<file path="config.mk">
export PLATFORM = sky130hd
export DESIGN_NAME = des_cipher_top
export DESIGN_NICKNAME = d
export VERILOG_FILES = /design/src/common/des_pkg.sv /design/src/common/des_load_if.sv /design/src/des_engine/des_round_function.sv /design/src/des_engine/des_round_engine.sv /design/src/source/des_input_stage.sv /design/src/source/des_output_stage.sv /design/src/source/des_cipher_top.sv
export SDC_FILE = /design/constraint.sdc
export NUM_CORES = 1
export LEC_CHECK = 0
export ABC_AREA = 1
export BUFFER_PORTS_ARGS = -buffer_cell sky130_fd_sc_hd__buf_2
export CAP_MARGIN = 5
export CORE_ASPECT_RATIO = 1.4
export CORE_MARGIN = 2
export CORE_UTILIZATION = 25
export CTS_CLUSTER_SIZE = 40
export DETAILED_ROUTE_END_ITERATION = 12
export GPL_ROUTABILITY_DRIVEN = 0
export PLACE_DENSITY = 0.44
export SLEW_MARGIN = 20
export SYNTH_ARGS = -nofsm -noshare
export SYNTH_HDL_FRONTEND = slang
export SYNTH_SLANG_ARGS = --single-unit
</file>
<file path="constraint.sdc">
create_clock -name clk -period 18 [get_ports clk]
set_input_delay 0.9 -clock clk [delete_from_list [all_inputs] [get_ports clk]]
set_output_delay 0.9 -clock clk [all_outputs]
set_load 0.02 [all_outputs]
</file>
<file path="src/common/des_pkg.sv">
package des_pkg;

	// One 64-bit DES block, seen whole or as L/R halves
	typedef union packed {
		logic [63:0] block;      // Whole word for IP and FP
		struct packed {
			logic [31:0] l;      // Left half, bits 1..32
			logic [31:0] r;      // Right half, bits 33..64
		} half;
	} des_block_u;

	// Table entries use DES numbering, position 1 is the MSB
	localparam int ip_tab [64] = '{
		58, 50, 42, 34, 26, 18, 10, 2, 60, 52, 44, 36, 28, 20, 12, 4,
		62, 54, 46, 38, 30, 22, 14, 6, 64, 56, 48, 40, 32, 24, 16, 8,
		57, 49, 41, 33, 25, 17, 9, 1, 59, 51, 43, 35, 27, 19, 11, 3,
		61, 53, 45, 37, 29, 21, 13, 5, 63, 55, 47, 39, 31, 23, 15, 7
	};

	localparam int fp_tab [64] = '{
		40, 8, 48, 16, 56, 24, 64, 32, 39, 7, 47, 15, 55, 23, 63, 31,
		38, 6, 46, 14, 54, 22, 62, 30, 37, 5, 45, 13, 53, 21, 61, 29,
		36, 4, 44, 12, 52, 20, 60, 28, 35, 3, 43, 11, 51, 19, 59, 27,
		34, 2, 42, 10, 50, 18, 58, 26, 33, 1, 41, 9, 49, 17, 57, 25
	};

	// Drops the eight parity bits of the key
	localparam int pc1_tab [56] = '{
		57, 49, 41, 33, 25, 17, 9, 1, 58, 50, 42, 34, 26, 18,
		10, 2, 59, 51, 43, 35, 27, 19, 11, 3, 60, 52, 44, 36,
		63, 55, 47, 39, 31, 23, 15, 7, 62, 54, 46, 38, 30, 22,
		14, 6, 61, 53, 45, 37, 29, 21, 13, 5, 28, 20, 12, 4
	};

	localparam int pc2_tab [48] = '{
		14, 17, 11, 24, 1, 5, 3, 28, 15, 6, 21, 10, 23, 19, 12, 4,
		26, 8, 16, 7, 27, 20, 13, 2, 41, 52, 31, 37, 47, 55, 30, 40,
		51, 45, 33, 48, 44, 49, 39, 56, 34, 53, 46, 42, 50, 36, 29, 32
	};

	localparam int e_tab [48] = '{
		32, 1, 2, 3, 4, 5, 4, 5, 6, 7, 8, 9, 8, 9, 10, 11,
		12, 13, 12, 13, 14, 15, 16, 17, 16, 17, 18, 19, 20, 21, 20, 21,
		22, 23, 24, 25, 24, 25, 26, 27, 28, 29, 28, 29, 30, 31, 32, 1
	};

	localparam int p_tab [32] = '{
		16, 7, 20, 21, 29, 12, 28, 17, 1, 15, 23, 26, 5, 18, 31, 10,
		2, 8, 24, 14, 32, 27, 3, 9, 19, 13, 30, 6, 22, 11, 4, 25
	};

	// S1..S8, four rows of sixteen nibbles, entry 0 in the top nibble
	localparam logic [255:0] sbox_tab [8] = '{
		256'hE4D12FB83A6C5907_0F74E2D1A6CB9538_41E8D62BFC973A50_FC8249175B3EA06D,
		256'hF18E6B34972DC05A_3D47F28EC01A69B5_0E7BA4D158C6932F_D8A13F42B67C05E9,
		256'hA09E63F51DC7B428_D709346A285ECBF1_D6498F30B12C5AE7_1AD069874FE3B52C,
		256'h7DE3069A1285BC4F_D8B56F03472C1AE9_A690CB7DF13E5284_3F06A1D8945BC72E,
		256'h2C417AB6853FD0E9_EB2C47D150FA3986_421BAD78F9C5630E_B8C71E2D6F09A453,
		256'hC1AF92680D34E75B_AF427C9561DE0B38_9EF528C3704A1DB6_432C95FABE17608D,
		256'h4B2EF08D3C975A61_D0B7491AE35C2F86_14BDC37EAF680592_6BD814A7950FE23C,
		256'hD2846FB1A93E50C7_1FD8A374C56B0E92_7B419CE206ADF358_21E74A8DFC90356B
	};

	// Left rotation of C and D per round
	localparam int shift_sched [16] = '{1, 1, 2, 2, 2, 2, 2, 2, 1, 2, 2, 2, 2, 2, 2, 1};

	function automatic logic [63:0] ip_perm(logic [63:0] x);
		logic [63:0] y;
		for (int i = 0; i < 64; i++) begin
			y[63 - i] = x[64 - ip_tab[i]];
		end
		return y;
	endfunction

	function automatic logic [63:0] fp_perm(logic [63:0] x);
		logic [63:0] y;
		for (int i = 0; i < 64; i++) begin
			y[63 - i] = x[64 - fp_tab[i]];
		end
		return y;
	endfunction

	function automatic logic [55:0] pc1_perm(logic [63:0] x);
		logic [55:0] y;
		for (int i = 0; i < 56; i++) begin
			y[55 - i] = x[64 - pc1_tab[i]];
		end
		return y;
	endfunction

	function automatic logic [47:0] pc2_perm(logic [55:0] x);
		logic [47:0] y;
		for (int i = 0; i < 48; i++) begin
			y[47 - i] = x[56 - pc2_tab[i]];
		end
		return y;
	endfunction

	function automatic logic [47:0] e_expand(logic [31:0] x);
		logic [47:0] y;
		for (int i = 0; i < 48; i++) begin
			y[47 - i] = x[32 - e_tab[i]];
		end
		return y;
	endfunction

	function automatic logic [31:0] p_perm(logic [31:0] x);
		logic [31:0] y;
		for (int i = 0; i < 32; i++) begin
			y[31 - i] = x[32 - p_tab[i]];
		end
		return y;
	endfunction

	// Outer bits pick the row, inner four bits the column
	function automatic logic [3:0] sbox_lookup(logic [2:0] idx, logic [5:0] x);
		int pos;
		pos = {x[5], x[0], x[4:1]};
		return sbox_tab[idx][255 - 4 * pos -: 4];
	endfunction

endpackage

</file>
<file path="src/common/des_load_if.sv">
`timescale 1ns/1ps

// Job handoff from input stage to round engine
interface des_load_if;

	logic                load;   // One-cycle strobe, job valid
	des_pkg::des_block_u block;  // Message after IP
	logic [27:0]         c;      // Key half C after PC1
	logic [27:0]         d;      // Key half D after PC1

	modport src (
		output load,
		output block,
		output c,
		output d
	);

	modport dst (
		input load,
		input block,
		input c,
		input d
	);

endinterface

</file>
<file path="src/des_engine/des_round_function.sv">
`timescale 1ns/1ps

// Feistel f, one full round inside a single cycle
module des_round_function (
	input  logic [31:0] r,          // Right half of the current round
	input  logic [47:0] round_key,  // Key for this round
	output logic [31:0] f
);

	logic [47:0] r_exp;     // R after expansion
	logic [47:0] mixed;     // Expanded R xor key
	logic [31:0] s_out;     // Eight S-box nibbles, S1 on top

	// 32 to 48 bits, edge bits repeated
	assign r_exp = des_pkg::e_expand(r);

	// Key mix
	assign mixed = r_exp ^ round_key;

	// Each 6-bit group feeds its own box
	// S1 takes the top group and drives the top nibble
	for (genvar b = 0; b < 8; b++) begin : g_sbox
		assign s_out[31 - 4 * b -: 4] = des_pkg::sbox_lookup(3'(b), mixed[47 - 6 * b -: 6]);
	end

	// Final bit shuffle of the round
	assign f = des_pkg::p_perm(s_out);

endmodule

</file>
<file path="src/des_engine/des_round_engine.sv">
`timescale 1ns/1ps

// Sixteen Feistel rounds, one per clock, key schedule folded in
module des_round_engine (
	input  logic        clk,
	input  logic        rst_n,
	des_load_if.dst     ld,
	output logic        busy,   // Load cycle through fin cycle
	output logic        fin,    // Round 16 being computed
	output logic [31:0] l16,    // L after round 16
	output logic [31:0] r16     // R after round 16
);

	des_pkg::des_block_u lr_q;   // L/R state
	logic [27:0] c_q;            // Key half C
	logic [27:0] d_q;            // Key half D
	logic [27:0] c_rot;          // C rotated for this round
	logic [27:0] d_rot;          // D rotated for this round
	logic [47:0] round_key;
	logic [31:0] f_out;          // Feistel f of current R
	logic [3:0]  cnt_q;          // Round index, 0 means round 1
	logic        running;
	logic        last_round;

	assign last_round = running && (cnt_q == 4'd15);

	// Rotation by one or two places per schedule
	always_comb begin
		if (des_pkg::shift_sched[cnt_q] == 1) begin
			c_rot = {c_q[26:0], c_q[27]};
			d_rot = {d_q[26:0], d_q[27]};
		end else begin
			c_rot = {c_q[25:0], c_q[27:26]};
			d_rot = {d_q[25:0], d_q[27:26]};
		end
	end

	// Round key straight from the rotated pair
	assign round_key = des_pkg::pc2_perm({c_rot, d_rot});

	des_round_function u_round_function (
		.r         (lr_q.half.r),
		.round_key (round_key),
		.f         (f_out)
	);

	// Control, counter wraps from 15 back to 0 on the last round
	always_ff @(posedge clk or negedge rst_n) begin
		if (!rst_n) begin
			running <= 1'b0;
			cnt_q   <= 4'd0;
		end else if (ld.load) begin
			running <= 1'b1;
			cnt_q   <= 4'd0;
		end else if (running) begin
			cnt_q <= cnt_q + 4'd1;
			if (last_round)
				running <= 1'b0;  // Job leaves through fin
		end
	end

	// Datapath, load has priority over a round step
	always_ff @(posedge clk) begin
		if (ld.load) begin
			lr_q <= ld.block;
			c_q  <= ld.c;
			d_q  <= ld.d;
		end else if (running) begin
			lr_q.half.l <= lr_q.half.r;          // L gets old R
			lr_q.half.r <= lr_q.half.l ^ f_out;  // R gets L xor f
			c_q         <= c_rot;
			d_q         <= d_rot;
		end
	end

	assign busy = ld.load | running;
	assign fin  = last_round;

	// Round 16 result taken before it lands in the registers
	assign l16 = lr_q.half.r;
	assign r16 = lr_q.half.l ^ f_out;

endmodule

</file>
<file path="src/source/des_input_stage.sv">
`timescale 1ns/1ps

module des_input_stage (
	input  logic        clk,
	input  logic        rst_n,
	input  logic        start,    // Job strobe from outside
	input  logic [63:0] message,  // Plaintext, valid with start
	input  logic [63:0] key,      // Key with parity bits, valid with start
	input  logic        busy,     // Engine still owns a job
	des_load_if.src     ld
);

	logic        accept;      // Start seen while engine idle
	logic [55:0] key_pc1;     // C and D side by side
	logic [63:0] msg_ip;      // Message after initial permutation

	// Starts during a running job are dropped here
	assign accept = start & ~busy;

	// Permutations are pure wiring ahead of the registers
	assign msg_ip  = des_pkg::ip_perm(message);
	assign key_pc1 = des_pkg::pc1_perm(key);

	// Load strobe, one cycle after the accepted start
	always_ff @(posedge clk or negedge rst_n) begin
		if (!rst_n) begin
			ld.load <= 1'b0;
		end else begin
			ld.load <= accept;
		end
	end

	// Job payload, held until the next accepted start
	always_ff @(posedge clk) begin
		if (accept) begin
			ld.block.block <= msg_ip;        // Whole-word view
			ld.c           <= key_pc1[55:28]; // Upper 28 bits form C
			ld.d           <= key_pc1[27:0];  // Lower 28 bits form D
		end
	end

endmodule

</file>
<file path="src/source/des_output_stage.sv">
`timescale 1ns/1ps

module des_output_stage (
	input  logic        clk,
	input  logic        rst_n,
	input  logic        fin,      // Last round strobe from engine
	input  logic [31:0] l16,
	input  logic [31:0] r16,
	output logic        done,     // One cycle, result valid
	output logic [63:0] result    // Ciphertext, held until next done
);

	des_pkg::des_block_u swapped;   // R16 then L16

	// Final swap undoes the last Feistel exchange
	always_comb begin
		swapped.half.l = r16;
		swapped.half.r = l16;
	end

	always_ff @(posedge clk or negedge rst_n) begin
		if (!rst_n) begin
			done   <= 1'b0;
			result <= 64'd0;
		end else begin
			done <= fin;
			if (fin)
				result <= des_pkg::fp_perm(swapped.block);  // Inverse IP
		end
	end

endmodule

</file>
<file path="src/source/des_cipher_top.sv">
`timescale 1ns/1ps

// DES encryptor, input stage, round engine and output stage
module des_cipher_top (
	input  logic        clk,
	input  logic        rst_n,
	input  logic        start,
	input  logic [63:0] message,
	input  logic [63:0] key,
	output logic        done,
	output logic [63:0] result,
	output logic        busy
);

	logic        fin;    // Engine finished round 16
	logic [31:0] l16;
	logic [31:0] r16;

	des_load_if ld_bus ();

	des_input_stage u_input_stage (
		.clk     (clk),
		.rst_n   (rst_n),
		.start   (start),
		.message (message),
		.key     (key),
		.busy    (busy),
		.ld      (ld_bus.src)
	);

	des_round_engine u_round_engine (
		.clk   (clk),
		.rst_n (rst_n),
		.ld    (ld_bus.dst),
		.busy  (busy),     // Also seen at the boundary
		.fin   (fin),
		.l16   (l16),
		.r16   (r16)
	);

	des_output_stage u_output_stage (
		.clk    (clk),
		.rst_n  (rst_n),
		.fin    (fin),
		.l16    (l16),
		.r16    (r16),
		.done   (done),
		.result (result)
	);

endmodule

</file>
== After elaboration in Yosys (flattened, before gate mapping) ==
Memory sizes are Yosys's and may differ from the RTL's.
Cells that the tools add are included.

* Memory bits (read-only): 512
* Output and inout port bits: 66
* Memories kept: 1
* Word-level logic and storage cells: 55
* Register bits: 311
* Memory bits (writable): 0
* Latch bits: 0

* Magnitude comparators: 1
* Divide/modulo/power cells: 0
* Shift-type cells: 8
* Equal/unequal tests: 2
* $add $sub $neg: 9
* Mux-type cells: 15
* Reductions and logical operators: 2
* Multiply operators: 0
* Bitwise logic cells: 6

{| class="wikitable"
|+ Memories
! memory !! depth !! width !! rd ports !! clocked after Yosys merged registers in !! wr ports !! RTL line !! RTL
|-
| (no name shown) || 16 || 32 || 1 || 0 || 0 || des_round_engine.sv:29 || <nowiki>if (des_pkg::shift_sched[cnt_q] == 1) begin</nowiki>
|}

{| class="wikitable"
|+ Operator list
! cell !! count
|-
| variable part select 259 x 9 -> 4 bit (first input constant) || 8
|-
| two-way mux 28 bit || 6
|-
| two-way mux 64 bit || 2
|-
| subtractor 8 x 8 -> 9 bit (first input constant) || 8
|-
| two-way mux 32 bit || 2
|-
| bitwise XOR 48 bit || 1
|-
| == test 32 x 2 -> 1 bit (second input constant) || 1
|-
| bitwise XOR 32 bit || 1
|-
| two-way mux 4 bit || 2
|-
| greater-or-equal comparator 5 bit (second input constant) || 1
|-
| inverter 4 -> 5 bit || 1
|-
| adder 4 x 1 -> 4 bit (second input constant) || 1
|-
| == test 4 bit (second input constant) || 1
|-
| two-way mux 1 bit || 3
|-
| nonzero test 2 bit || 1
|-
| bitwise AND 1 bit || 1
|-
| logical AND 1 bit || 1
|-
| inverter 1 bit || 1
|-
| bitwise OR 1 bit || 1
|}

== Depth between registers and ports, before layout ==
* Depth in word-level cells: 12
* Depth in mapped cells: 24

== Modules after synthesis ==
From an unflattened synthesis, not the netlist that was laid out.

* Cells, all modules: 2373
* Area total of the unflattened synthesis: 18700.4 sq um

{| class="wikitable"
|+ By module, submodules not included
! module !! cells an instance !! area each (sq um) !! instances
|-
| des_round_engine || 845 || 7191.9 || 1
|-
| des_round_function || 1134 || 5398.9 || 1
|-
| des_input_stage || 123 || 3638.5 || 1
|-
| des_output_stage || 271 || 2471.1 || 1
|}

== Least setup slack after synthesis ==
Ideal clock, no wire load.

* Path type: reg2reg
* From: reg u_input_stage.ld.load
* To: reg u_input_stage.ld.block[0] (enable)
* Required time: 16.905 ns
* Buffers on the path: 1
* Data arrival time: 7.806 ns
* Slack: 9.099 ns
* Cell stages (with the launch flop): 5
* Path through: dfrtp_1 > clkbuf_1 > nor2_1 > inv_1 > nor2_1

* Cells in the longest elaborated chain, start to end: 3

{| class="wikitable"
|+ Ends and longest elaborated chain
! element !! RTL line !! RTL
|-
| start, declared || des_load_if.sv:12 || <nowiki>output load,</nowiki>
|-
| start signal, assigned || des_input_stage.sv:29 || <nowiki>ld.load <= accept;</nowiki>
|-
| bitwise OR 1 bit || des_round_engine.sv:76 || <nowiki>assign busy = ld.load | running;</nowiki>
|-
| named net busy || des_cipher_top.sv:12 || <nowiki>output logic busy</nowiki>
|-
| inverter 1 bit || des_input_stage.sv:18 || <nowiki>assign accept = start & ~busy;</nowiki>
|-
| bitwise AND 1 bit || des_input_stage.sv:18 ||
|-
| named net u_input_stage.accept || des_input_stage.sv:13 || <nowiki>logic accept;</nowiki>
|-
| end, declared || des_load_if.sv:13 || <nowiki>output block,</nowiki>
|}

The timed path passes the listed nets, and every way through them passes these cells.
A chain may end at the register's enable or synchronous reset.

== Final worst setup path ==
* From: reg u_round_engine.cnt_q[1]
* To: reg u_round_engine.lr_q[0] in the netlist's numbering (data pin)

* Cells in the longest elaborated chain, start to end: 12

{| class="wikitable"
|+ Ends and longest elaborated chain
! element !! RTL line !! RTL
|-
| start, declared || des_round_engine.sv:21 || <nowiki>logic [3:0] cnt_q;</nowiki>
|-
| start signal, assigned || des_round_engine.sv:56 || <nowiki>cnt_q <= cnt_q + 4'd1;</nowiki>
|-
| inverter 4 -> 5 bit (not written as such) || des_round_engine.sv:29 ||
|-
| memory (16 x 32 bit) || - ||
|-
| two-way mux 32 bit (not written as such) (2 in a row) || des_round_engine.sv:29 ||
|-
| == test 32 x 2 -> 1 bit || des_round_engine.sv:29 ||
|-
| two-way mux 28 bit || des_round_engine.sv:29 ||
|-
| bitwise XOR 48 bit || des_round_function.sv:18 || <nowiki>assign mixed = r_exp ^ round_key;</nowiki>
|-
| subtractor 8 x 8 -> 9 bit || des_pkg.sv:119 || <nowiki>return sbox_tab[idx][255 - 4 * pos -: 4];</nowiki>
|-
| variable part select 259 x 9 -> 4 bit || des_pkg.sv:119 ||
|-
| bitwise XOR 32 bit || des_round_engine.sv:70 || <nowiki>lr_q.half.r <= lr_q.half.l ^ f_out;</nowiki>
|-
| two-way mux 64 bit || des_round_engine.sv:68 || <nowiki>end else if (running) begin</nowiki>
|-
| two-way mux 64 bit || des_round_engine.sv:64 || <nowiki>if (ld.load) begin</nowiki>
|-
| end signal, assigned || des_round_engine.sv:65 || <nowiki>lr_q <= ld.block;</nowiki>
|-
| end, declared || des_round_engine.sv:14 || <nowiki>des_pkg::des_block_u lr_q;</nowiki>
|}

No other way between the ends. The select of a mux whose other input is x is not followed.

==> impl_summary.md <==
Outcome
The run finished with clean final reports.

Clocking
The clock slew at the register clock pins of the worst setup and hold paths is ~0.070 ns. TritonCTS built the clock tree. The count of cells resized by post-cts repair is 0.

The count of buffers added by post-CTS timing repair for setup is 0. The H-tree was split into 2 levels. The clock latency at the later pin of the worst-skew pair is a little under 0.6 ns.

The number of hold buffers added after CTS was 0. The number of buffers between clock root and the deepest sink is 3. The clock root buffer is sky130_fd_sc_hd__clkbuf_16. The number of CTS-inserted buffers is 37. The number of clock sinks is roughly 310.

Finish
The count of nets after finishing is between 2000 and 3000. The layout overhead on the synthesized area is 16.4%. The utilization after layout is roughly 30%. The layout cell share with drive strength beyond 1 is 12.3%.

0 antenna diodes ended up in the layout.

GRT
The initial antenna violation count is 1. The number of global-route vias before repair was between 15000 and 20000. The global routing usage on met1 is approximately 21%. Entering global routing, the biggest net connects 152 pins. The global routing usage on met3 is under 10%. The first-pass GRT wire length is around 100000 microns. met2 is the most crowded layer. For met2 alone, demand over resource in global routing was 31.7%.

The overflow left after global routing is 0. The total global-route track usage is between 15 and 20%.

STA
The final-report hold violation count is 0. The worst pin sits at a relative slew slack of 41.9%. The shortest period the worst path allows is 4.95 ns. Derived from the worst setup path, the maximum achievable clock frequency is roughly 200 MHz.

Setup repair after global routing left no endpoint under its margin. The total negative slack for setup checks is 0 ns. The max-slew violation count is 0. The final number of setup-violating endpoints is 0. The transition time at the pin with the least slew margin is slightly below 0.9 ns.

The share of the clock period used by the worst path after layout is approximately 27%. On the final layout, the worst clock skew is approximately 0.032 ns.

Die
The height of the die is about 330 microns. For this configuration, the core starts out at a cell density of approximately 25%. In this run the count of I/O pins placed on the die edge is 197. The initialized floorplan defines approximately 120 standard-cell rows. The die covers 0.0761 sq mm. The core region area is roughly 0.073 sq mm. The die width is around 230 microns.

Worst setup path
The data arrival time of the worst path is approximately 5.3 ns. STA classifies the critical path startpoint as a flop. The worst register-to-register path has a depth of 20. The critical path endpoint category is a flop. The minimum setup slack among reg-to-reg paths is approximately 13 ns. The category of the most critical setup path is reg2reg. Along the worst path, the maximum fanout reaches 80.

The endpoint identified for the worst register-to-register timing path is u_round_engine.lr_q[0]. For the worst setup path, the data required time is 18.33 ns. The startpoint identified for the worst register-to-register timing path is u_round_engine.cnt_q[1].

Run
The number of maximum-capacitance constraint violations is 0.

Yosys
In the post-synthesis netlist, the biggest area contributors are sky130_fd_sc_hd__edfxtp_1, sky130_fd_sc_hd__nand2_1, sky130_fd_sc_hd__nand3_1. The area share of the largest cell type after synthesis is ~39%. In the synthesized netlist the dominant register cell turns out to be sky130_fd_sc_hd__edfxtp_1.

The gate count of the mapped netlist is approximately 2400. The netlist uses 26 different library cells. The biggest area contributor in the post-synthesis netlist is sky130_fd_sc_hd__edfxtp_1. The async set or reset register ratio after synthesis is a little under a quarter. Counting flops and latches in the post-synthesis netlist gives approximately 310.

For this run, the register share of the synthesized area comes to just under 50%. The mapped netlist covers between 0.015 and 0.02 sq mm. Counting flops with a built-in enable in the synthesized netlist gives between 200 and 250. The average instance in the mapped netlist occupies approximately 7.9 sq um. The number of nets in the synthesized netlist is approximately 2500. Yosys printed 0 warnings.

Placement
The number of I/O port buffers is 188. Detailed placement ended at an HPWL of 50500 microns.

Drt
The overall routed net length is 68200 microns. The number of vias in the routed layout is roughly 17000. The remaining number of nets flagged by the antenna check after routing is 0. The average vias per placed instance is approximately 4.8. After detailed routing, the average wire length per cell comes to approximately 20 microns. For this run, design rule violations remaining after detail routing come to 0. The iteration-0 DRC count of the detailed router is approximately 1400.

The first TritonRoute pass finished after 5 iterations.

Worst hold path
The path category of the worst min-delay check is in2async.
-- worst max-delay path by stage --
stage	from	endpoint	slack, ns	cells after the start
CTS	u_round_engine.cnt_q[1]	u_round_engine.lr_q[0]	13.02	20
global route	u_round_engine.cnt_q[1]	u_round_engine.lr_q[0]	12.50	20
detailed placement	u_round_engine.cnt_q[0]	u_round_engine.lr_q[0]	13.05	20
floorplan	u_input_stage.ld.load	u_input_stage.ld.block[0]	9.10	4
global placement	u_round_engine.cnt_q[1]	u_round_engine.lr_q[0]	13.09	20
finish	u_round_engine.cnt_q[1]	u_round_engine.lr_q[0]	13.05	20
-- logic make-up after synthesis --
family,synth area share [%]
and+or+nand+nor,34.7
xor gates and xnor gates,0.895
adders and majority gates,4.47
buffers and inverters,6.32
DFF,48.7
AOI/OAI and AO/OA,4.92
-- critical path, stage by stage, from the launching register on --
cell and delay (ns):
sky130_fd_sc_hd__dfrtp_1 0.41, sky130_fd_sc_hd__inv_1 0.10, sky130_fd_sc_hd__ha_1 0.19, sky130_fd_sc_hd__o21ai_0 0.14, sky130_fd_sc_hd__nand2_1 0.06, sky130_fd_sc_hd__buf_4 0.30
sky130_fd_sc_hd__nand2_4 0.39, sky130_fd_sc_hd__buf_4 0.71, sky130_fd_sc_hd__inv_1 0.61, sky130_fd_sc_hd__nand2_1 0.26, sky130_fd_sc_hd__nand3_1 0.09, sky130_fd_sc_hd__nand2_1 0.43
sky130_fd_sc_hd__nand3_1 0.19, sky130_fd_sc_hd__nand2_1 0.10, sky130_fd_sc_hd__nand2_1 0.11, sky130_fd_sc_hd__nand2_1 0.10, sky130_fd_sc_hd__nand2_1 0.05, sky130_fd_sc_hd__nand3_1 0.06
sky130_fd_sc_hd__nand2_1 0.11, sky130_fd_sc_hd__nand2_1 0.12, sky130_fd_sc_hd__nand2_1 0.07
-- final cells by class --
cell class | count | area [sq um]
flip-flops and latches | 311 | 8990
repair buffers | 201 | 1050
fillers | 7872 | 51400
well taps | 952 | 1190
inverters | 189 | 712
clock inverters | 22 | 226
clock buffers | 45 | 997
multi-input cells | 1762 | 8330
-- synth_stat cells (24+ instances only) --
master	n
sky130_fd_sc_hd__nand2_1	938
sky130_fd_sc_hd__buf_2	27
sky130_fd_sc_hd__dfrtp_1	71
sky130_fd_sc_hd__o21ai_0	112
sky130_fd_sc_hd__clkbuf_1	38
sky130_fd_sc_hd__a31oi_1	24
sky130_fd_sc_hd__inv_1	175
sky130_fd_sc_hd__nor2_1	39
sky130_fd_sc_hd__nand3_1	513
sky130_fd_sc_hd__edfxtp_1	240
sky130_fd_sc_hd__ha_1	66
-- registers in the layout, indices dropped and copies added (netlist names) --
signal	flops
u_round_engine.lr_q	64
u_round_engine.d_q	28
u_round_engine.c_q	28
u_input_stage.ld.load	1
u_output_stage.result	64
u_input_stage.ld.d	28
u_input_stage.ld.c	28
u_round_engine.cnt_q	4
u_input_stage.ld.block	64
u_round_engine.running	1
u_output_stage.done	1
-- metrics by stage --
stage | instance area, sq um | hold WS [ns] | worst slack [ns] | cells
2_1_floorplan | 18500 | 0.493 | 9.10 | 2351
5_1_grt | 21500 | 0.271 | 12.50 | 3482
3_5_place_dp | 20300 | 0.466 | 13.05 | 3415
6_report | 21500 | 0.257 | 13.05 | 3482
3_3_place_gp | 20300 | 0.467 | 13.09 | 3415
4_1_cts | 21500 | 0.257 | 13.02 | 3482
-- layer usage --
metal	share of wire [%]	up-vias
met5	0	-
met4	5.7	0
met3	4.3	129
met2	51	547
met1	39	7954
li1	-	8131
-- placed cells by master (no fill, tap or decap), types with 5 or more instances in the layout --
master / instances
sky130_fd_sc_hd__clkbuf_1: 5
sky130_fd_sc_hd__xor2_2: 8
sky130_fd_sc_hd__ha_1: 66
sky130_fd_sc_hd__inv_2: 15
sky130_fd_sc_hd__clkbuf_16: 38
sky130_fd_sc_hd__a31oi_1: 24
sky130_fd_sc_hd__nand3b_1: 10
sky130_fd_sc_hd__inv_1: 173
sky130_fd_sc_hd__a21oi_1: 9
sky130_fd_sc_hd__o21ai_1: 10
sky130_fd_sc_hd__o21ai_2: 9
sky130_fd_sc_hd__nand2_1: 937
sky130_fd_sc_hd__dfrtp_1: 70
sky130_fd_sc_hd__buf_2: 187
sky130_fd_sc_hd__o21ai_0: 112
sky130_fd_sc_hd__nand2_2: 12
sky130_fd_sc_hd__edfxtp_1: 240
sky130_fd_sc_hd__nor2_1: 38
sky130_fd_sc_hd__nand3_1: 513
sky130_fd_sc_hd__buf_4: 13
sky130_fd_sc_hd__clkinv_2: 8
Power is not shown: default switching activity piles up to over one toggle a cycle in this logic, so the estimate is an artifact.
